File: src/logic/udp_pkg.sv
package udp_pkg;

  localparam int WIDE_W        = 512;
  localparam int WIDE_KEEP_W   = WIDE_W / 8;
  localparam int LINK_W        = 256;
  localparam int LINK_KEEP_W   = LINK_W / 8;
  localparam int LEN_W         = 16;
  localparam int MAX_PAYLOAD   = 1024;  // bytes
  localparam int HDR_BYTES     = 42;    // real header, rest of beat is pad
  localparam int RX_FIFO_DEPTH = 32;    // link beats

  localparam logic [47:0] DST_MAC        = 48'h02_0a_35_00_00_02;
  localparam logic [47:0] SRC_MAC        = 48'h02_0a_35_00_00_01;
  localparam logic [15:0] ETHERTYPE_IPV4 = 16'h0800;
  localparam logic [15:0] UDP_SRC_PORT   = 16'd4660;
  localparam logic [15:0] UDP_DST_PORT   = 16'd4661;
  localparam logic [7:0]  IP_VER_IHL     = 8'h45;
  localparam logic [7:0]  IP_PROTO_UDP   = 8'd17;

  // byte offsets inside the header beat, fields are big endian
  localparam int OFF_DST_MAC   = 0;
  localparam int OFF_SRC_MAC   = 6;
  localparam int OFF_ETHERTYPE = 12;
  localparam int OFF_IP_VER    = 14;
  localparam int OFF_IP_LEN    = 16;
  localparam int OFF_IP_PROTO  = 23;
  localparam int OFF_SRC_PORT  = 34;
  localparam int OFF_DST_PORT  = 36;
  localparam int OFF_UDP_LEN   = 38;

  function automatic logic [WIDE_KEEP_W-1:0] keep_from_count(input logic [LEN_W-1:0] cnt);
    logic [WIDE_KEEP_W-1:0] k;
    for (int i = 0; i < WIDE_KEEP_W; i++) begin
      k[i] = (LEN_W'(i) < cnt);
    end
    return k;
  endfunction

  function automatic logic [LEN_W-1:0] count_keep(input logic [WIDE_KEEP_W-1:0] keep);
    logic [LEN_W-1:0] n;
    n = '0;
    for (int i = 0; i < WIDE_KEEP_W; i++) begin
      n = n + LEN_W'(keep[i]);
    end
    return n;
  endfunction

  // byte swap so a 16-bit value lands in wire order
  function automatic logic [15:0] swap16(input logic [15:0] v);
    return {v[7:0], v[15:8]};
  endfunction

endpackage
File: src/logic/axis_width_up.sv
`timescale 1ns/1ps
module axis_width_up
  import udp_pkg::*;
(
  input  logic                   pkt_clk,
  input  logic                   arst_n,
  input  logic                   in_valid,
  output logic                   in_ready,
  input  logic [LINK_W-1:0]      in_data,
  input  logic [LINK_KEEP_W-1:0] in_keep,
  input  logic                   in_last,
  output logic                   out_valid,
  input  logic                   out_ready,
  output logic [WIDE_W-1:0]      out_data,
  output logic [WIDE_KEEP_W-1:0] out_keep,
  output logic                   out_last
);

  logic                   low_valid;  // low half waiting for its partner
  logic [LINK_W-1:0]      low_data;
  logic [LINK_KEEP_W-1:0] low_keep;
  logic                   take;

  assign in_ready = !out_valid || out_ready;  // stall while wide beat is stuck
  assign take     = in_valid && in_ready;

  always_ff @(posedge pkt_clk or negedge arst_n) begin
    if (!arst_n) begin
      low_valid <= 1'b0;
      out_valid <= 1'b0;
    end else if (take) begin
      out_valid <= low_valid || in_last;
      low_valid <= !low_valid && !in_last;
    end else if (out_ready) begin
      out_valid <= 1'b0;
    end
  end

  always_ff @(posedge pkt_clk) begin
    if (take) begin
      if (!low_valid) begin
        low_data <= in_data;
        low_keep <= in_keep;
      end
      // early last in the low slot leaves the upper half empty
      out_data <= low_valid ? {in_data, low_data} : {{LINK_W{1'b0}}, in_data};
      out_keep <= low_valid ? {in_keep, low_keep} : {{LINK_KEEP_W{1'b0}}, in_keep};
      out_last <= in_last;
    end
  end

endmodule

File: config.mk
export PLATFORM = sky130hd
export DESIGN_NAME = axis_width_up
export DESIGN_NICKNAME = d
export VERILOG_FILES = /design/src/logic/udp_pkg.sv /design/src/logic/axis_width_up.sv
export SDC_FILE = /design/constraint.sdc
export NUM_CORES = 1
export LEC_CHECK = 0
export ABC_AREA = 1
export ABC_CLOCK_PERIOD_IN_PS = 31200
export BUFFER_PORTS_ARGS = -buffer_cell sky130_fd_sc_hd__buf_2
export CORE_AREA = 2 2 339 341
export CTS_CLUSTER_SIZE = 20
export DETAILED_ROUTE_END_ITERATION = 7
export DIE_AREA = 0 0 341 343
export SLEW_MARGIN = 15
export SYNTH_ARGS = -nofsm -noshare
export SYNTH_HDL_FRONTEND = slang
export SYNTH_SLANG_ARGS = --single-unit
File: constraint.sdc
create_clock -name pkt_clk -period 31.2 [get_ports pkt_clk]
set_input_delay 0 -clock pkt_clk [delete_from_list [all_inputs] [get_ports pkt_clk]]
set_output_delay 0 -clock pkt_clk [all_outputs]
set_load 0.005 [all_outputs]
==> out/metrics.cfg <==
[detailed_routing]
drc_errors=0
wl_per_cell_um=16.40
drtIter0Drc=1409
vias=21050
ant_nets=0
first_pass_iters=5
via_per_inst=4.057
drt_wl_total_um=85060

[placement]
placed_area_um2=38270
placed_cells=4720
pre_cts_slack_ns=25.94
hpwl_um=57490
place.port_buffers=871
place_congestion=0.8282

[global_routing]
grt_overflow=0
grtUsageTotal_pct=13.80
antenna_found_initial=3
grt_pass1_vias=20520
grt_max_degree=222
grt_pass1_wl_um=123200

[timing]
clock_skew_ns=0.02643
rsz0062_at_grt=no
drv_slew=0
finalCritPeriodShare_pct=16.65
fin_ws_ns=26.00
setup_tns_ns=0
final.min_clock_period_ns=5.196
hold_violations=0
relSlewSlack_pct=29.71
fmax_mhz=192.4
finalSetupViolations=0
tightest_slew_ns=1.054

[worst_setup_path]
worstPathCellList=nand2_1 -> nand2_1 -> inv_8 -> buf_4 -> buf_4 -> buf_4 -> buf_4
r2r_end=out_data[107]
rr_startpoint=out_valid
critical_path.slowest_cell=buf_4
slowest_delay_ns=0.85
rrSetupSlack_ns=26.00
required_ns=31.48
r2r_cells=7
critical_path_peak_fanout=115
critPathArrivalTime_ns=5.47
cp-end-kind=register
cpMostUsedCell=buf_4
worstSetupPathType=reg -> reg
crit_path_start_kind=register

[die]
die_h_um=343
dieArea_um2=117000
fp-row-count=124
num_io_pins=872
initial_core_util_pct=28.51
dieWidth_um=341
core_um2=113400

[clock_network]
clock_latency_ns=0.65
clock_path_buffers=3
clockRootBuffer=clkbuf_16
clk_pin_slew_ns=0.06
cts_tree=built
htree_levels=3
clock-sinks=867
cts_buffers=92

[min_path]
worstHoldPathCells=2
min-delay-start=in_data[217]
hold_class=in -> reg
min_to=low_data[217]

[job]
max_cap_viol_count=0

[power]
leakage_nw=20.08
vdd_drop_max_v=0.00005299
power_density_nw_per_um2=66.16

[logic_synthesis]
synth_cells=2414
synth.avg_cell_area_um2=13.40
ys_seq_elements=867
synth_cell_types=10
syn-num-nets=2707
ys_warn_count=0
synth_seq_area_share_pct=80.47
synth_area_um2=32340

[outcome]
outcome=completed

[final_layout]
drive_above_1_share_pct=28.02
fin_cells=5188
areaGrowthSynthToFinish_pct=36.91
nets=3889
design_area_um2=44280

-- layout make-up --
class / instances / area (µm²)
multi-input cells: 873 / 3647
repair buffers: 1184 / 7470
diodes: 3 / 7.507
clock inverters: 66 / 661.9
flip-flops and latches: 867 / 26030
inverters: 578 / 2177
well taps: 1512 / 1892
fillers: 10540 / 69140
clock buffers: 105 / 2394
-- metal layers --
layer	up-vias	GRT usage (%)	part of all wire, %
met4	0	6.094	4.0
met5	-	0	0
met1	9879	15.83	38
met3	183	4.604	8.7
li1	10210	-	-
met2	775	23.46	49
-- cells by family (layout without fill, tap and decap cells) --
group / Yosys count / in the layout / share of synthesized area, %
DFF: 867 / 867 / 80.47
buffers and inverters: 674 / 1933 / 8.272
and+or+nand+nor: 584 / 584 / 6.782
other: 0 / 3 / 0
AOI/OAI and AO/OA: 289 / 289 / 4.472
-- cell usage after synthesis --
| cell | count | area share [%] |
|---|---|---|
| nand2_1 | 581 | 6.7 |
| nor2_1 | 2 | 0.023 |
| nand3_1 | 1 | 0.015 |
| buf_2 | 44 | 0.68 |
| o21ai_0 | 289 | 4.5 |
| inv_1 | 578 | 6.7 |
| clkbuf_1 | 28 | 0.32 |
| buf_4 | 24 | 0.56 |
| dfrtp_1 | 2 | 0.15 |
| edfxtp_1 | 865 | 80 |
-- how the worst max path moves through the flow --
stage | from | endpoint | slack (ns) | cells past startpoint
floorplan | low_valid | low_data[0] | 17.46 | 4
global placement | out_valid | out_data[254] | 26.02 | 7
detailed placement | out_valid | out_data[36] | 25.94 | 7
CTS | out_valid | out_data[49] | 25.91 | 7
global route | out_valid | out_data[49] | 25.60 | 7
finish | out_valid | out_data[107] | 26.00 | 7
-- through the flow --
stage / utilization (%) / power, mW / hold WS [ns]
2_1_floorplan: - / 1.697 / -0.2956
3_3_place_gp: 33.75 / 1.815 / -0.1936
3_5_place_dp: 33.75 / 1.824 / -0.1923
4_1_cts: 39.03 / 2.964 / 0.01016
5_1_grt: 39.03 / 3.053 / 0.03061
6_report: 39.04 / 2.929 / 0.08833
-- power breakdown --
group | switching, mW | total (mW) | internal [mW]
clock network | 0.466 | 1.10 | 0.638
registers | 0.0330 | 1.47 | 1.44
logic | 0.225 | 0.354 | 0.129
total | 0.724 | 2.93 | 2.21
-- timing repair --
item / CTS / global route
hold endpoints to repair: 867 / 0
hold buffers: 294 / 0
setup buffers: 0 / 0
gates resized for setup: 0 / 0
-- sequential cells by signal, indices dropped and copies added, names as in the netlist --
name / count
low_data: 256
low_keep: 32
low_valid: 1
out_data: 512
out_keep: 64
out_last: 1
out_valid: 1
-- cells in the final DEF (no fill, tap or decap), types with 10 or more instances in the layout --
cell / count
clkbuf_1: 11
edfxtp_1: 865
nand2_1: 581
inv_1: 577
buf_4: 17
bufinv_16: 10
buf_2: 871
clkinv_2: 22
dlygate4sd3_1: 294
o21ai_0: 289
clkinv_1: 24
clkbuf_16: 94
-- worst max-delay path: cells and delay by family, from the launching register on --
family / cells / cell delay [ns]
buffers and inverters: 5 / 3.82
flip-flops: 1 / 0.38
AND/OR/NAND/NOR: 2 / 0.35
(Power assumes the default switching activity.)
