[src/logic/udp_pkg.sv]
package udp_pkg;

  localparam int WIDE_W        = 512;
  localparam int WIDE_KEEP_W   = WIDE_W / 8;
  localparam int LINK_W        = 256;
  localparam int LINK_KEEP_W   = LINK_W / 8;
  localparam int LEN_W         = 16;
  localparam int MAX_PAYLOAD   = 1024;  // bytes
  localparam int HDR_BYTES     = 42;    // real header, rest of beat is pad
  localparam int RX_FIFO_DEPTH = 32;    // link beats

  localparam logic [47:0] DST_MAC        = 48'h02_0a_35_00_00_02;
  localparam logic [47:0] SRC_MAC        = 48'h02_0a_35_00_00_01;
  localparam logic [15:0] ETHERTYPE_IPV4 = 16'h0800;
  localparam logic [15:0] UDP_SRC_PORT   = 16'd4660;
  localparam logic [15:0] UDP_DST_PORT   = 16'd4661;
  localparam logic [7:0]  IP_VER_IHL     = 8'h45;
  localparam logic [7:0]  IP_PROTO_UDP   = 8'd17;

  // byte offsets inside the header beat, fields are big endian
  localparam int OFF_DST_MAC   = 0;
  localparam int OFF_SRC_MAC   = 6;
  localparam int OFF_ETHERTYPE = 12;
  localparam int OFF_IP_VER    = 14;
  localparam int OFF_IP_LEN    = 16;
  localparam int OFF_IP_PROTO  = 23;
  localparam int OFF_SRC_PORT  = 34;
  localparam int OFF_DST_PORT  = 36;
  localparam int OFF_UDP_LEN   = 38;

  function automatic logic [WIDE_KEEP_W-1:0] keep_from_count(input logic [LEN_W-1:0] cnt);
    logic [WIDE_KEEP_W-1:0] k;
    for (int i = 0; i < WIDE_KEEP_W; i++) begin
      k[i] = (LEN_W'(i) < cnt);
    end
    return k;
  endfunction

  function automatic logic [LEN_W-1:0] count_keep(input logic [WIDE_KEEP_W-1:0] keep);
    logic [LEN_W-1:0] n;
    n = '0;
    for (int i = 0; i < WIDE_KEEP_W; i++) begin
      n = n + LEN_W'(keep[i]);
    end
    return n;
  endfunction

  // byte swap so a 16-bit value lands in wire order
  function automatic logic [15:0] swap16(input logic [15:0] v);
    return {v[7:0], v[15:8]};
  endfunction

endpackage
[src/logic/stream_fifo.sv]
`timescale 1ns/1ps
module stream_fifo
  import udp_pkg::*;
#(
  parameter int DEPTH = 16
) (
  input  logic                   pkt_clk,
  input  logic                   arst_n,
  input  logic                   in_valid,
  output logic                   in_ready,
  input  logic [LINK_W-1:0]      in_data,
  input  logic [LINK_KEEP_W-1:0] in_keep,
  input  logic                   in_last,
  output logic                   out_valid,
  input  logic                   out_ready,
  output logic [LINK_W-1:0]      out_data,
  output logic [LINK_KEEP_W-1:0] out_keep,
  output logic                   out_last
);

  logic [LINK_W-1:0]          mem_data [DEPTH];
  logic [LINK_KEEP_W-1:0]     mem_keep [DEPTH];
  logic                       mem_last [DEPTH];
  logic [$clog2(DEPTH)-1:0]   wptr;
  logic [$clog2(DEPTH)-1:0]   rptr;
  logic [$clog2(DEPTH+1)-1:0] count;  // entries held
  logic                       wr_en;
  logic                       rd_en;

  assign in_ready  = (count != DEPTH);
  assign out_valid = (count != 0);
  assign wr_en     = in_valid && in_ready;
  assign rd_en     = out_valid && out_ready;
  assign out_data  = mem_data[rptr];
  assign out_keep  = mem_keep[rptr];
  assign out_last  = mem_last[rptr];

  always_ff @(posedge pkt_clk or negedge arst_n) begin
    if (!arst_n) begin
      wptr  <= '0;
      rptr  <= '0;
      count <= '0;
    end else begin
      if (wr_en) begin
        wptr <= (wptr == DEPTH - 1) ? '0 : wptr + 1'b1;
      end
      if (rd_en) begin
        rptr <= (rptr == DEPTH - 1) ? '0 : rptr + 1'b1;
      end
      if (wr_en && !rd_en) begin
        count <= count + 1'b1;
      end else if (rd_en && !wr_en) begin
        count <= count - 1'b1;
      end
    end
  end

  always_ff @(posedge pkt_clk) begin
    if (wr_en) begin
      mem_data[wptr] <= in_data;
      mem_keep[wptr] <= in_keep;
      mem_last[wptr] <= in_last;
    end
  end

endmodule

[config.mk]
export PLATFORM = sky130hd
export DESIGN_NAME = stream_fifo
export DESIGN_NICKNAME = d
export VERILOG_FILES = /design/src/logic/udp_pkg.sv /design/src/logic/stream_fifo.sv
export SDC_FILE = /design/constraint.sdc
export NUM_CORES = 2
export LEC_CHECK = 0
export ABC_AREA = 0
export BUFFER_PORTS_ARGS = -buffer_cell sky130_fd_sc_hd__buf_2
export CAP_MARGIN = 0
export CORE_ASPECT_RATIO = 0.7
export CORE_MARGIN = 4
export CORE_UTILIZATION = 40
export CTS_CLUSTER_SIZE = 16
export DETAILED_ROUTE_END_ITERATION = 16
export GPL_ROUTABILITY_DRIVEN = 0
export PLACE_DENSITY = 0.61
export RECOVER_POWER = 25
export SLEW_MARGIN = 20
export SYNTH_ARGS = -nofsm -noshare
export SYNTH_HDL_FRONTEND = slang
export SYNTH_MEMORY_MAX_BITS = 65536
export SYNTH_SLANG_ARGS = --single-unit
export TNS_END_PERCENT = 100
[constraint.sdc]
create_clock -name pkt_clk -period 43.8 [get_ports pkt_clk]
set_clock_uncertainty 0.15 [all_clocks]
set_input_delay 8.76 -clock pkt_clk [delete_from_list [all_inputs] [get_ports pkt_clk]]
set_output_delay 8.76 -clock pkt_clk [all_outputs]
set_load 0.05 [all_outputs]
==> results.sh <==
export IMPL_status="completed"
export IMPL_grtUsageTotal_pct=18.86
export IMPL_final_hold_viol_count=0
export IMPL_syn_area_per_cell_um2=22.67
export IMPL_power_leakage_uw=0.06281
export IMPL_wl_mm=437.8
export IMPL_vdd_drop_max_v=0.00006783
export IMPL_grt_overflow_total=0
export IMPL_start_kind="register"
export IMPL_ys_seq_area_share_pct=78.95
export IMPL_rows=203
export IMPL_cts_tree="done"
export IMPL_switching_share_pct=36.23
export IMPL_critPathMostFrequentCell="buf_4"
export IMPL_clkPwrFrac_pct=26.2
export IMPL_fin_ws_ns=26.36
export IMPL_synth_seq_cells=4637
export IMPL_io_pins=584
export IMPL_postCtsHoldBufs=0
export IMPL_die_w_um=801.5
export IMPL_preCtsSetupSlack_ns=27.05
export IMPL_die_area_um2=451600
export IMPL_core_region_area_um2=437900
export IMPL_end_kind="primary output"
export IMPL_ctsLongestPathBuffers=4
export IMPL_max_slew_margin_pct=21.11
export IMPL_cts_sinks=4637
export IMPL_drt_pass1_iter_count=6
export IMPL_synth_area_leaders="edfxtp_1, mux4_2, mux2i_1"
export IMPL_drc=0
export IMPL_worst_slew_pin_slew_ns=1.183
export IMPL_grt_pass1_wl_mm=624.5
export IMPL_worstSetupPathType="reg -> out"
export IMPL_grt_pass1_vias=85760
export IMPL_path_clk_slew_ns=0.06
export IMPL_max_freq_mhz=57.34
export IMPL_port_buffers=583
export IMPL_maxSlewViolCount=0
export IMPL_power_frac_seq_pct=38.9
export IMPL_crit_slowest_cell="dfrtp_4"
export IMPL_drtIter0Drc=9498
export IMPL_via_per_inst=5.709
export IMPL_power_frac_comb_pct=34.8
export IMPL_ant_nets=0
export IMPL_required_ns=34.89
export IMPL_synth_area_leader_cell="edfxtp_1"
export IMPL_dieHeight_um=563.4
export IMPL_setup_tns_ns=0
export IMPL_final_setup_viol_count=0
export IMPL_critPathMaxFanout=78
export IMPL_post_drt_wl_per_cell_um=29.66
export IMPL_cap_violations=0
export IMPL_syn_inst=7776
export IMPL_p_switching_uw=5032
export IMPL_post_route_period_util_pct=39.82
export IMPL_powerDensity_nw_per_um2=69.56
export IMPL_worstSkewPairLatency_ns=0.99
export IMPL_intPower_uw=8857
export IMPL_post_route_min_period_ns=17.44
export IMPL_cts_buffers=425
export IMPL_yosysWarnings=0
export IMPL_grt_max_degree=161
export IMPL_max_stage_delay_ns=0.99
export IMPL_netlist_area_um2=176300
export IMPL_nets=8819
export IMPL_synth_fp_nets=8079
export IMPL_cp_arrival_ns=8.53
export IMPL_dr_total_vias=84260
export IMPL_area_growth_pct=13.25
export IMPL_root_buffer="clkbuf_16"
export IMPL_drive_above_1_share_pct=23.29
export IMPL_layout_common_cells="edfxtp_1, mux2i_1, mux4_2"
export IMPL_yosys_most_used_dff="edfxtp_1"
export IMPL_synth_cell_type_count=36
export IMPL_htreeDepth=5
export IMPL_initial_core_util_pct=40.26
export IMPL_final_common_cell="edfxtp_1"
export IMPL_nFillCells=36210
export IMPL_synth_top_area_share_pct=78.76
export IMPL_worstPathCellList="buf_12, buf_4, buf_4, buf_4, buf_4, buf_4, mux4_2, a32oi_1, o21ai_1, buf_2"
export IMPL_post_cts_resized=0
export IMPL_rsz0062_at_grt="no"
export IMPL_synth_async_sr_flop_share_pct=0.2804
export IMPL_antenna_found_initial=130
export IMPL_post_cts_setup_buffers=0
export IMPL_hold_path_class="reg -> reg"
export IMPL_synth_edff_count=4624
export IMPL_dp_hpwl_mm=223.4
-- path summary, 6_finish.rpt --
kind,startpoint,endpoint,slack (ns),cells after the start
worst max-delay path,rptr[0]$_DFFE_PN0P_,out_data[120],26.36,10
worst min-delay path,count[2]$_DFFE_PN0P_,count[2]$_DFFE_PN0P_,0.40,2
worst max register to register,count[0]$_DFFE_PN0P_,mem_data[12][178]$_DFFE_PP_,38.10,9
worst min register to register,count[2]$_DFFE_PN0P_,count[2]$_DFFE_PN0P_,0.40,2
max in group asynchronous,arst_n,rptr[1]$_DFFE_PN0P_,35.09,1
min in group asynchronous,arst_n,wptr[3]$_DFFE_PN0P_,7.72,1
-- cell families after synthesis --
| family | synth area share (%) |
|---|---|
| flops | 78.95 |
| mux | 16.02 |
| compound gates | 3.549 |
| buf+inv | 1.273 |
| simple gates | 0.1093 |
| fa+ha+maj | 0.07523 |
| xor+xnor | 0.02981 |
-- state kept, by name, indices dropped and copies added, names as in the netlist --
signal	flops
mem_data	4096
mem_keep	512
mem_last	16
count	5
rptr	4
wptr	4
-- cell usage after synthesis (4+ instances only) --
cell type  instances
a22oi_1          289
a32oi_1          289
buf_1             23
buf_2            239
buf_4             15
buf_6             22
clkbuf_1         156
dfrtp_1           13
edfxtp_1        4624
ha_1               9
inv_1              4
mux2i_1          868
mux4_2           867
nand2_1           12
nor2_1            15
nor3_1             5
o21ai_0           98
o21ai_1          197
xnor2_1            5
-- layer usage --
layer	vias to the layer above	GRT usage, %	wire length (µm)
met2	3051	30.55	211700
met4	46	5.187	11550
met3	687	3.680	30980
met1	45510	26.30	183300
met5	-	0	299
li1	34970	-	-
-- through the flow --
step	instances	power [µW]	hold WS, ns	util (%)	cell area, µm²
4_1_cts	14710	14030	0.4041	45.60	199700
3_5_place_dp	13930	10400	0.3903	42.51	186100
2_1_floorplan	7776	9108	0.3420	-	176300
3_3_place_gp	13930	10350	0.3600	42.51	186100
6_report	14760	13890	0.3995	45.59	199600
5_1_grt	14730	14440	0.4276	45.58	199600
-- power by group through the flow --
stage / logic [µW] / clock network [µW] / registers (µW)
after CTS: 4900 / 3720 / 5410
after detailed placement: 4890 / 0 / 5500
final: 4840 / 3650 / 5410
after global placement: 4870 / 0 / 5480
after floorplan: 3430 / 0 / 5680
after global routing: 5100 / 3910 / 5430
-- worst max-delay path: cells and delay by family (launching register included) --
family / cells / cell delay (ns)
AO/OA/AOI/OAI: 2 / 0.58
buffers and inverters: 7 / 4.92
flip-flops: 1 / 0.99
multiplexers: 1 / 0.62
-- area by class of cell --
class | instances | area (µm²) | area share [%]
multi-input cells | 2680 | 35000 | 17.53
well taps | 5842 | 7310 | 3.661
clock inverters | 257 | 2465 | 1.235
inverters | 4 | 22.52 | 0.01128
diodes | 49 | 122.6 | 0.06142
repair buffers | 768 | 4432 | 2.220
clock buffers | 522 | 11100 | 5.562
flip-flops and latches | 4637 | 139200 | 69.72
No activity file was read; power rests on OpenSTA's default activity.
