<file path="src/logic/udp_pkg.sv">
package udp_pkg;

  localparam int WIDE_W        = 512;
  localparam int WIDE_KEEP_W   = WIDE_W / 8;
  localparam int LINK_W        = 256;
  localparam int LINK_KEEP_W   = LINK_W / 8;
  localparam int LEN_W         = 16;
  localparam int MAX_PAYLOAD   = 1024;  // bytes
  localparam int HDR_BYTES     = 42;    // real header, rest of beat is pad
  localparam int RX_FIFO_DEPTH = 32;    // link beats

  localparam logic [47:0] DST_MAC        = 48'h02_0a_35_00_00_02;
  localparam logic [47:0] SRC_MAC        = 48'h02_0a_35_00_00_01;
  localparam logic [15:0] ETHERTYPE_IPV4 = 16'h0800;
  localparam logic [15:0] UDP_SRC_PORT   = 16'd4660;
  localparam logic [15:0] UDP_DST_PORT   = 16'd4661;
  localparam logic [7:0]  IP_VER_IHL     = 8'h45;
  localparam logic [7:0]  IP_PROTO_UDP   = 8'd17;

  // byte offsets inside the header beat, fields are big endian
  localparam int OFF_DST_MAC   = 0;
  localparam int OFF_SRC_MAC   = 6;
  localparam int OFF_ETHERTYPE = 12;
  localparam int OFF_IP_VER    = 14;
  localparam int OFF_IP_LEN    = 16;
  localparam int OFF_IP_PROTO  = 23;
  localparam int OFF_SRC_PORT  = 34;
  localparam int OFF_DST_PORT  = 36;
  localparam int OFF_UDP_LEN   = 38;

  function automatic logic [WIDE_KEEP_W-1:0] keep_from_count(input logic [LEN_W-1:0] cnt);
    logic [WIDE_KEEP_W-1:0] k;
    for (int i = 0; i < WIDE_KEEP_W; i++) begin
      k[i] = (LEN_W'(i) < cnt);
    end
    return k;
  endfunction

  function automatic logic [LEN_W-1:0] count_keep(input logic [WIDE_KEEP_W-1:0] keep);
    logic [LEN_W-1:0] n;
    n = '0;
    for (int i = 0; i < WIDE_KEEP_W; i++) begin
      n = n + LEN_W'(keep[i]);
    end
    return n;
  endfunction

  // byte swap so a 16-bit value lands in wire order
  function automatic logic [15:0] swap16(input logic [15:0] v);
    return {v[7:0], v[15:8]};
  endfunction

endpackage
</file>
<file path="src/logic/axis_width_down.sv">
`timescale 1ns/1ps
module axis_width_down
  import udp_pkg::*;
(
  input  logic                   pkt_clk,
  input  logic                   arst_n,
  input  logic                   in_valid,
  output logic                   in_ready,
  input  logic [WIDE_W-1:0]      in_data,
  input  logic [WIDE_KEEP_W-1:0] in_keep,
  input  logic                   in_last,
  output logic                   out_valid,
  input  logic                   out_ready,
  output logic [LINK_W-1:0]      out_data,
  output logic [LINK_KEEP_W-1:0] out_keep,
  output logic                   out_last
);

  logic                   hold_valid;
  logic                   upper;       // low half already sent
  logic [WIDE_W-1:0]      hold_data;
  logic [WIDE_KEEP_W-1:0] hold_keep;
  logic                   hold_last;
  logic                   two_halves;
  logic                   final_half;

  assign two_halves = count_keep(hold_keep) > LEN_W'(LINK_KEEP_W);
  assign final_half = upper || !two_halves;
  assign out_valid  = hold_valid;
  assign out_data   = upper ? hold_data[WIDE_W-1 -: LINK_W] : hold_data[LINK_W-1:0];
  assign out_keep   = upper ? hold_keep[WIDE_KEEP_W-1 -: LINK_KEEP_W]
                            : hold_keep[LINK_KEEP_W-1:0];
  assign out_last   = hold_last && final_half;
  assign in_ready   = !hold_valid || (out_ready && final_half);

  always_ff @(posedge pkt_clk or negedge arst_n) begin
    if (!arst_n) begin
      hold_valid <= 1'b0;
      upper      <= 1'b0;
    end else if (in_valid && in_ready) begin
      hold_valid <= 1'b1;
      upper      <= 1'b0;
    end else if (hold_valid && out_ready) begin
      hold_valid <= !final_half;
      upper      <= !final_half;
    end
  end

  always_ff @(posedge pkt_clk) begin
    if (in_valid && in_ready) begin
      hold_data <= in_data;
      hold_keep <= in_keep;
      hold_last <= in_last;
    end
  end

endmodule

</file>
<file path="config.mk">
export PLATFORM = sky130hd
export DESIGN_NAME = axis_width_down
export DESIGN_NICKNAME = d
export VERILOG_FILES = /design/src/logic/udp_pkg.sv /design/src/logic/axis_width_down.sv
export SDC_FILE = /design/constraint.sdc
export NUM_CORES = 1
export LEC_CHECK = 0
export ABC_CLOCK_PERIOD_IN_PS = 47600
export BUFFER_PORTS_ARGS = -buffer_cell sky130_fd_sc_hd__buf_2
export CAP_MARGIN = 5
export CORE_AREA = 2 2 339 341
export DETAILED_ROUTE_END_ITERATION = 10
export DIE_AREA = 0 0 341 343
export HOLD_SLACK_MARGIN = 0.12
export PLACE_DENSITY = 0.49
export SYNTH_ARGS = -nofsm -noshare
export SYNTH_HDL_FRONTEND = slang
export SYNTH_SLANG_ARGS = --single-unit
</file>
<file path="constraint.sdc">
create_clock -name pkt_clk -period 47.6 [get_ports pkt_clk]
set_input_delay 2.38 -clock pkt_clk [delete_from_list [all_inputs] [get_ports pkt_clk]]
set_output_delay 2.38 -clock pkt_clk [all_outputs]
set_load 0.005 [all_outputs]
</file>
==> run summary <==
The run finished with clean final reports. Clock tree synthesis found a total of 579 sinks. The floorplan step set the die height to 343 um. The critical path start-end classification was register to register. The clock-pin slew on the worst setup and hold paths works out to 0.06 ns. The tools report the number of inserted filler cells in the final layout as 11600.

The worst reg-to-reg path cell count is 25, and the number of nets in the layout is 2693. The effective utilization at floorplan was 19.9%; the number of resized instances in the post-cts repair step was 0. By count the netlist is led by sky130_fd_sc_hd__edfxtp_1, sky130_fd_sc_hd__mux2_2, sky130_fd_sc_hd__inv_1. The maximum number of pins on one net before global-route repair is 173, and the max-slew violation count is 0.

The final setup violation count came out at 0. The half-perimeter wire length after detailed placement was 62.0 mm; the violation count after the first detailed-routing iteration was 714. For the pin with the worst max-slew slack, the measured transition is 1.12 ns.

The synthesized area per cell works out to 20.1 um^2. By area the synthesized netlist is led by sky130_fd_sc_hd__edfxtp_1, sky130_fd_sc_hd__mux2_2, sky130_fd_sc_hd__fa_1. The logs give 52 for the number of antenna violations at the first check in global routing and 872 for the count of pins on the block boundary.

For the total number of yosys warnings, the log shows 0. Measured on the finished design, the core utilization comes to 27.5%. The number of levels the H-tree was split into was 3; the detailed-route vias per instance was 3.75. The final routed wirelength across all metal layers was 77.8 mm; the hold path depth was 1. The floorplan die width came out at 341 um.

The first detailed-routing pass ran for 5 iterations. Setup total negative slack on the finished layout was measured at 0 ns. The required arrival time at the worst endpoint was 47.83 ns. The worst min-delay path startpoint was out_valid. The run gives 14700 as the via count of the first global-routing pass. Area enclosed by the die boundary: 117000 um^2. Largest fanout on the critical path: 90. The total overflow left after global routing is 0.

The proportion of layout cells with a drive suffix above 1 works out to 59.6%. The logs give 0 for the total of max-cap violations and 0 for the count of hold buffers inserted by post-cts repair. The overall track demand over capacity in global routing came out at 12.8%.

The DRC violations left came out at 0. The root buffer cell chosen for the clock tree is sky130_fd_sc_hd__clkbuf_16. The area of the core region was 113000 um^2; the TritonCTS buffer count was 70.

For hold timing, the worst endpoint is upper. The worst setup path is launched from a register. Top-area cell type share of the netlist area: 76.7%.

TritonCTS built the clock tree. The total standard cell area after synthesis came out at 22600 um^2. The share of the Yosys chip area taken by registers is 76.9%. Relative to the synthesized area, the layout overhead comes to 38.0%. Dividing the detail-routed wire length by the instance count gives 21.5 um. The largest total area in the synthesized netlist belongs to sky130_fd_sc_hd__edfxtp_1. The number of instances in the synthesized netlist was 1124; the share of async-settable or async-resettable flops after synthesis was 0.345%. The total nets after synthesis came out at 1774. The worst path uses 22.9% of the clock period. After clock tree synthesis, the setup repair step added 0 buffers. Hold violation count in the final report: 0. The run gives 25.4% as the headroom to the max-slew limit.

The endpoint of the worst register-to-register path was hold_data[370]. The register-to-register setup slack was 36.72 ns; the total of flip-flops plus latches after synthesis was 579. The congestion estimate from routability-driven global placement came to 0.872.

The worst-case setup margin in the final layout was 36.72 ns. Clock skew on the completed layout was measured at 0.0457 ns. STA classifies the critical path endpoint as a register. By instance count, the leading cell after synthesis is sky130_fd_sc_hd__edfxtp_1. The tools report the launching element of the worst setup path as hold_keep[35]. OpenSTA, run right after detailed placement, puts the worst setup slack at 36.67 ns. The worst register-to-register path begins at hold_keep[35]. The worst path in the final design needs a cycle of 10.88 ns, including I/O delays and setup. The top flip-flop cell by instance count after synthesis is sky130_fd_sc_hd__edfxtp_1.

The number of enable-type register cells in the synthesized netlist works out to 577. Data arrives at the worst endpoint at 11.11 ns. The run gives 91.9 MHz as the upper clock frequency limit. Buffers placed on the I/O ports in this run total 871. Number of distinct library cells after synthesis: 31. Detailed routing inserted a total of 13600 vias. The worst hold path belongs to the class register to register. The logs give 3 for the maximum number of buffers from clock root to sink and 0.64 ns for the clock latency on the worst-skew pair. The tools report the final antenna-violating net count as 0. Setup repair after global routing left no endpoint under its margin. The floorplan has 124 rows. For the global-route wire length before repair, the log shows 106 mm.
[stage by stage]
stage / cell area [um^2] / instances / hold slack (ns)
4_1_cts: 31100 / 3608 / 0.634
2_1_floorplan: 22600 / 1124 / 0.582
3_5_place_dp: 28800 / 3483 / 0.620
3_3_place_gp: 28800 / 3483 / 0.598
5_1_grt: 31200 / 3615 / 0.676
6_report: 31200 / 3618 / 0.629
[cell families after synthesis]
group	Yosys count	synth area share [%]
flip-flops	579	76.9
multiplexers	263	13.1
adder cells (fa/ha/maj)	69	5.62
AO/OA/AOI/OAI	44	1.29
buffers and inverters	132	2.30
XOR/XNOR	1	0.0388
AND/OR/NAND/NOR	36	0.693
[worst max-delay path, cell delays in order (launching register included)]
cell and delay (ns):
sky130_fd_sc_hd__edfxtp_1 0.34, sky130_fd_sc_hd__inv_1 0.06, sky130_fd_sc_hd__fa_1 0.53, sky130_fd_sc_hd__inv_1 0.05, sky130_fd_sc_hd__fa_1 0.43, sky130_fd_sc_hd__fa_1 0.55, sky130_fd_sc_hd__inv_1 0.06, sky130_fd_sc_hd__fa_1 0.53
sky130_fd_sc_hd__inv_1 0.05, sky130_fd_sc_hd__fa_1 0.52, sky130_fd_sc_hd__fa_1 0.45, sky130_fd_sc_hd__fa_1 0.55, sky130_fd_sc_hd__inv_1 0.05, sky130_fd_sc_hd__fa_1 0.53, sky130_fd_sc_hd__inv_1 0.07, sky130_fd_sc_hd__fa_1 0.46
sky130_fd_sc_hd__xor2_1 0.17, sky130_fd_sc_hd__or3_1 0.32, sky130_fd_sc_hd__a221oi_1 0.27, sky130_fd_sc_hd__o21ai_2 0.16, sky130_fd_sc_hd__o31ai_4 0.18, sky130_fd_sc_hd__buf_4 0.55, sky130_fd_sc_hd__buf_4 0.78, sky130_fd_sc_hd__buf_4 0.71
sky130_fd_sc_hd__buf_4 0.88, sky130_fd_sc_hd__buf_4 0.99
[cell usage in the layout (no fill, tap or decap), drive strengths merged]
cell      instances
clkbuf           89
o31a              1
a41o              1
diode            10
fa               54
a2111oi           2
nand3b            2
or2               1
a21bo             1
nand2            30
a211o             1
edfxtp          577
a21oi             2
clkinv           22
bufinv            8
nand3             1
or3               1
ha               15
a21o              1
inv             100
o21bai            1
a21boi            1
and4              1
xor2              1
o21a              1
o211a             1
mux2            263
clkinvlp          3
a221oi            1
a211oi            1
o31ai             2
dfrtp             2
o21ai            27
buf             882
[per-layer routing]
layer  track usage, %  part of all wire, %  vias up
li1                 -                    -     6101
met1             14.0                   36     6584
met2             21.1                   48      644
met3             6.28                   11      180
met4             5.50                  3.6       62
met5                0                 0.51        -
[cell type report]
cell class	count	area (um^2)	area share, %
antenna	10	25.0	0.0803
clock buffer	89	1840	5.92
clock inverter	36	502	1.61
inverter	97	364	1.17
multi-input combinational	413	4700	15.1
sequential	579	17400	55.8
tap	1512	1890	6.07
timing repair buffer	882	4450	14.3
[state kept, by name, summed over array words and instances (netlist names)]
signal     count
hold_data    512
hold_keep     64
hold_last      1
out_valid      1
upper          1
[worst max-delay path by stage]
stage               slack (ns)             end
floorplan                15.76    hold_data[0]
global placement         36.88  hold_data[188]
detailed placement       36.67  hold_data[369]
CTS                      36.61  hold_data[119]
global route             36.12  hold_data[370]
finish                   36.72  hold_data[370]
Power is not shown: default switching activity piles up to over one toggle a cycle in this logic, so the estimate is an artifact.
