File: config.mk
export PLATFORM = sky130hd
export DESIGN_NAME = frame_gen
export DESIGN_NICKNAME = d
export VERILOG_FILES = /design/src/logic/udp_pkg.sv /design/src/logic/frame_gen.sv
export SDC_FILE = /design/constraint.sdc
export NUM_CORES = 1
export LEC_CHECK = 0
export ABC_CLOCK_PERIOD_IN_PS = 4480
export BUFFER_PORTS_ARGS = -buffer_cell sky130_fd_sc_hd__buf_4
export CELL_PAD_IN_SITES_DETAIL_PLACEMENT = 2
export CELL_PAD_IN_SITES_GLOBAL_PLACEMENT = 2
export CORE_AREA = 2 2 243 245
export DETAILED_ROUTE_END_ITERATION = 8
export DIE_AREA = 0 0 245 247
export GPL_TIMING_DRIVEN = 0
export PLACE_DENSITY_LB_ADDON = 0.15
export SLEW_MARGIN = 30
export SYNTH_ARGS = -nofsm -noshare
export SYNTH_HDL_FRONTEND = slang
export SYNTH_SLANG_ARGS = --single-unit
File: constraint.sdc
create_clock -name pkt_clk -period 4.48 [get_ports pkt_clk]
set_input_delay 0.448 -clock pkt_clk [delete_from_list [all_inputs] [get_ports pkt_clk]]
set_output_delay 0.448 -clock pkt_clk [all_outputs]
set_load 0.01 [all_outputs]
File: src/logic/udp_pkg.sv
package udp_pkg;

  localparam int WIDE_W        = 512;
  localparam int WIDE_KEEP_W   = WIDE_W / 8;
  localparam int LINK_W        = 256;
  localparam int LINK_KEEP_W   = LINK_W / 8;
  localparam int LEN_W         = 16;
  localparam int MAX_PAYLOAD   = 1024;  // bytes
  localparam int HDR_BYTES     = 42;    // real header, rest of beat is pad
  localparam int RX_FIFO_DEPTH = 32;    // link beats

  localparam logic [47:0] DST_MAC        = 48'h02_0a_35_00_00_02;
  localparam logic [47:0] SRC_MAC        = 48'h02_0a_35_00_00_01;
  localparam logic [15:0] ETHERTYPE_IPV4 = 16'h0800;
  localparam logic [15:0] UDP_SRC_PORT   = 16'd4660;
  localparam logic [15:0] UDP_DST_PORT   = 16'd4661;
  localparam logic [7:0]  IP_VER_IHL     = 8'h45;
  localparam logic [7:0]  IP_PROTO_UDP   = 8'd17;

  // byte offsets inside the header beat, fields are big endian
  localparam int OFF_DST_MAC   = 0;
  localparam int OFF_SRC_MAC   = 6;
  localparam int OFF_ETHERTYPE = 12;
  localparam int OFF_IP_VER    = 14;
  localparam int OFF_IP_LEN    = 16;
  localparam int OFF_IP_PROTO  = 23;
  localparam int OFF_SRC_PORT  = 34;
  localparam int OFF_DST_PORT  = 36;
  localparam int OFF_UDP_LEN   = 38;

  function automatic logic [WIDE_KEEP_W-1:0] keep_from_count(input logic [LEN_W-1:0] cnt);
    logic [WIDE_KEEP_W-1:0] k;
    for (int i = 0; i < WIDE_KEEP_W; i++) begin
      k[i] = (LEN_W'(i) < cnt);
    end
    return k;
  endfunction

  function automatic logic [LEN_W-1:0] count_keep(input logic [WIDE_KEEP_W-1:0] keep);
    logic [LEN_W-1:0] n;
    n = '0;
    for (int i = 0; i < WIDE_KEEP_W; i++) begin
      n = n + LEN_W'(keep[i]);
    end
    return n;
  endfunction

  // byte swap so a 16-bit value lands in wire order
  function automatic logic [15:0] swap16(input logic [15:0] v);
    return {v[7:0], v[15:8]};
  endfunction

endpackage
File: src/logic/frame_gen.sv
`timescale 1ns/1ps
module frame_gen
  import udp_pkg::*;
(
  input  logic                   pkt_clk,
  input  logic                   arst_n,
  input  logic                   cmd_req,
  input  logic [LEN_W-1:0]       cmd_len,
  output logic                   cmd_ack,
  output logic                   out_valid,
  input  logic                   out_ready,
  output logic [WIDE_W-1:0]      out_data,
  output logic [WIDE_KEEP_W-1:0] out_keep,
  output logic                   out_last,
  output logic [LEN_W-1:0]       out_byte_num
);

  typedef enum logic [1:0] {S_IDLE, S_ACK, S_SEND} state_t;

  state_t           state;
  logic [LEN_W-1:0] len_q;
  logic [LEN_W-1:0] offset;     // payload bytes already issued
  logic [LEN_W-1:0] remain;
  logic [7:0]       frame_num;
  logic [7:0]       base;       // pattern value of byte 0 of this beat

  assign remain       = len_q - offset;
  assign base         = frame_num + offset[7:0];
  assign out_valid    = (state == S_SEND);
  assign out_last     = (remain <= LEN_W'(WIDE_KEEP_W));
  assign out_keep     = out_last ? keep_from_count(remain) : '1;
  assign out_byte_num = len_q;

  always_comb begin
    for (int j = 0; j < WIDE_KEEP_W; j++) begin
      out_data[8*j +: 8] = base + 8'(j);
    end
  end

  always_ff @(posedge pkt_clk or negedge arst_n) begin
    if (!arst_n) begin
      state     <= S_IDLE;
      cmd_ack   <= 1'b0;
      len_q     <= '0;
      offset    <= '0;
      frame_num <= '0;
    end else begin
      if (cmd_ack && !cmd_req) begin
        cmd_ack <= 1'b0;  // second half of the handshake
      end
      case (state)
        S_IDLE: begin
          if (cmd_req && !cmd_ack) begin
            len_q   <= cmd_len;
            offset  <= '0;
            cmd_ack <= 1'b1;
            state   <= S_ACK;
          end
        end
        S_ACK: state <= S_SEND;
        S_SEND: begin
          if (out_ready) begin
            if (out_last) begin
              frame_num <= frame_num + 8'd1;
              state     <= S_IDLE;
            end else begin
              offset <= offset + LEN_W'(WIDE_KEEP_W);
            end
          end
        end
        default: state <= S_IDLE;
      endcase
    end
  end

endmodule

==> impl_metrics.csv <==
group,metric,value,unit
worst_setup_path,worstSetupEndpointType,"output pin",
worst_setup_path,required,4.03,ns
clock_tree,cts_buffer_depth,2,
final_layout,fill_cells,6882,
pwr,p_sw_frac,0.507,
synth,synth_area_leaders,"buf_4 (24%), xnor2_1 (18%), dfrtp_1 (12%)",
placed_design,gp_congestion,0.740,
die,die_h,247,um
synth,synthTopCellsByCount,"buf_4 (260), xnor2_1 (162), nand2_1 (145)",
grt,grt_first_pass_wirelength,72400,um
grt,grt_overflow_total,0,
synth,synth_fp_nets,1211,
synth,synth_edf_count,0,
clock_tree,cts_sinks,37,
synth,yosysTopAreaCell,"buf_4",
timing,timing.fmax,235,MHz
synth,netlist_area,0.00803,mm^2
detailed_routing,dr_total_vias,9624,
placed_design,io_buffers,614,
clock_tree,clk_latency,0.29,ns
grt,grt_max_degree,38,
pwr,p_seq_frac,0.088,
detailed_routing,drcViolationCount,0,
timing,finalSetupViolCount,0,
placed_design,hpwlAfterDp,42900,um
clock_tree,h-tree-depth,2,
detailed_routing,first_pass_iters,4,
timing,slew-limit-headroom,0.393,
pwr,peakVddDrop,216,uV
clock_tree,cts_hold_buf,0,
grt,antenna_found_initial,0,
detailed_routing,drt_iter0_drc,236,
timing,drv_slew,0,
final_layout,drive_above_1_share,0.519,
timing,period_share,0.948,
detailed_routing,routed_wl,50700,um
final_layout,syn2layout_area_growth,72.5,%
worst_setup_path,r2r_start,"offset[6]$_DFFE_PN0P_",
final_layout,final_nets,1833,
detailed_routing,ant_nets,0,
worst_setup_path,crit_arrival,3.80,ns
placed_design,dp_slack,-0.485,ns
hold_path,hold_class,"in -> async",
worst_setup_path,cp_max_fo,11,
detailed_routing,wl_per_cell,19.9,um
pwr,pwr-share-clk,0.057,
detailed_routing,met2_length,26500,um
synth,syn_avg_cell_area,6.96,um^2
pwr,p_comb_frac,0.855,
pwr,power_switching,3.39,mW
synth,synth_cell_types,63,
synth,synth_top_area_share,0.243,
worst_setup_path,critPathKind,"reg -> out",
synth,syn_inst,1153,
worst_setup_path,reg2reg_slack,0.70,ns
detailed_routing,wl_met1,21000,um
worst_setup_path,start_kind,"register",
worst_setup_path,r2r_cells,11,
synth,ys_warn_count,0,
timing,fin_tns_setup,0,ns
timing,fin_crit,4.25,ns
synth,yosys.cell_count.top_type,"buf_4",
die,core_area,0.0582,mm^2
run,cap_violations,0,
detailed_routing,routed-wl-met3,2860,um
timing,hold_viol_final,0,
synth,ys.flop_type,"dfrtp_1",
run_status,status,"completed",
clock_tree,cts_tree,"done",
synth,async_reset_ff_frac,1.00,
worst_setup_path,reg2reg_to,"frame_num[6]$_DFFE_PN0P_",
detailed_routing,drt-vias-per-instance,3.77,
clock_tree,numCtsBuffers,5,
timing,fin_ws,0.233,ns
final_layout,seq_area,932,um^2
die,dieArea,0.0605,mm^2
final_layout,multi_input_area,0.00456,mm^2
timing,skew,0.00322,ns
timing,rsz0062_at_grt,"no",
timing,worst_pin_slew,0.904,ns
die,rows,89,
die,ios,615,
clock_tree,clockRootBuffer,"clkbuf_16",
synth,postSynthRegisterBits,37,
grt,grt_pass1_vias,10421,
die,initial_core_util,0.138,
die,die_x,245,um
pwr,p_leak,6.86,nW
pwr,p_int,3.30,mW
synth,synth_seq_area_share,0.115,
detailed_routing,top_layer_used,"met4",
pwr,p_per_area,483,mW/mm^2
grt,grtUsageTotal,0.158,
clock_tree,clkSlewWorstSetupHoldPaths,0.06,ns
[layout make-up]
| type | count | area share |
|---|---|---|
| antenna | 1 | 0.000181 |
| buffer | 329 | 0.161 |
| clock buffer | 6 | 0.0100 |
| clock inverter | 2 | 0.000994 |
| inverter | 93 | 0.0253 |
| multi-input combinational | 690 | 0.329 |
| sequential | 37 | 0.0673 |
| tap | 773 | 0.0699 |
| timing repair buffer | 619 | 0.336 |
[how the worst max path moves through the flow]
stage / cells after the start / to / start
after global routing: 8 / out_data[412] / frame_num[0]$_DFFE_PN0P_
after floorplan: 12 / out_keep[10] / offset[6]$_DFFE_PN0P_
after global placement: 8 / out_data[412] / frame_num[0]$_DFFE_PN0P_
after CTS: 12 / out_keep[29] / offset[6]$_DFFE_PN0P_
final: 12 / out_keep[36] / offset[6]$_DFFE_PN0P_
after detailed placement: 11 / out_keep[29] / offset[6]$_DFFE_PN0P_
[critical path, stage by stage (launching register included)]
cell and delay (ns):
dfrtp_2 0.44, inv_1 0.08, ha_1 0.36, o211a_1 0.27, or4_4 0.53, nand2_1 0.08, nand4_1 0.11, or4_4 0.61
nor4_4 0.26, buf_4 0.26, clkbuf_2 0.26, a21oi_1 0.07, buf_4 0.17
[state kept, by name (all words and copies together), names as in the netlist]
name	flops
out_byte_num	16
state	2
cmd_ack	1
offset	10
frame_num	8
[cell usage in the layout (no fill, tap or decap), drive strengths merged, types with 2 or more instances in the layout]
| cell | n |
|---|---|
| buf | 897 |
| xnor2 | 162 |
| nand2 | 145 |
| inv | 90 |
| a21oi | 85 |
| o21ai | 59 |
| clkbuf | 57 |
| nor2 | 40 |
| ha | 38 |
| dfrtp | 37 |
| xor2 | 29 |
| nand3 | 19 |
| a31oi | 11 |
| a21o | 9 |
| nor2b | 7 |
| nor3 | 7 |
| nor3b | 6 |
| or3 | 5 |
| or4 | 5 |
| clkinv | 5 |
| or2 | 4 |
| and2 | 4 |
| nor4 | 4 |
| o21a | 3 |
| nand4 | 3 |
| a21boi | 3 |
| and3 | 3 |
| o221a | 2 |
| a211oi | 2 |
| o211a | 2 |
| o211ai | 2 |
| a211o | 2 |
| o31ai | 2 |
| o2111a | 2 |
| nand2b | 2 |
| conb | 2 |
| or4b | 2 |
| nor4b | 2 |
[logic make-up after synthesis]
family          synth area share
buf+inv                    0.322
simple gates               0.152
compound gates             0.139
xor+xnor                   0.208
fa+ha+maj                 0.0592
flops                      0.115
other cells             0.000936
mux                      0.00265
[through the flow]
stage / power (mW) / std cells / instance area [um^2] / hold WS, ns / util
floorplan: 3.54 / 1153 / 8030 / 0.152 / -
global placement: 6.35 / 2540 / 13600 / 0.477 / 0.234
detailed placement: 6.37 / 2541 / 13600 / 0.479 / 0.234
CTS: 6.84 / 2549 / 13800 / 0.173 / 0.237
global route: 7.25 / 2549 / 13800 / 0.177 / 0.238
finish: 6.69 / 2550 / 13800 / 0.139 / 0.238
[power by group through the flow]
| stage | Sequential, mW | Combinational [mW] | Clock (mW) |
|---|---|---|---|
| after floorplan | 0.559 | 2.98 | 0 |
| after global placement | 0.596 | 5.75 | 0 |
| after detailed placement | 0.602 | 5.77 | 0 |
| after CTS | 0.602 | 5.83 | 0.409 |
| after global routing | 0.613 | 6.21 | 0.419 |
| final | 0.588 | 5.72 | 0.384 |
[what timing repair did]
action,CTS,global route
gates resized for setup,9,6
pin swaps,3,0
setup buffers,4,0
hold endpoints to repair,0,0
endpoints found under the setup margin,72,32
[per-layer routing]
metal,global-route usage,vias to the layer above
met5,0,-
met4,0.0192,0
met3,0.0320,16
met2,0.298,340
met1,0.188,4630
li1,-,4638
No activity file was read; power rests on OpenSTA's default activity.
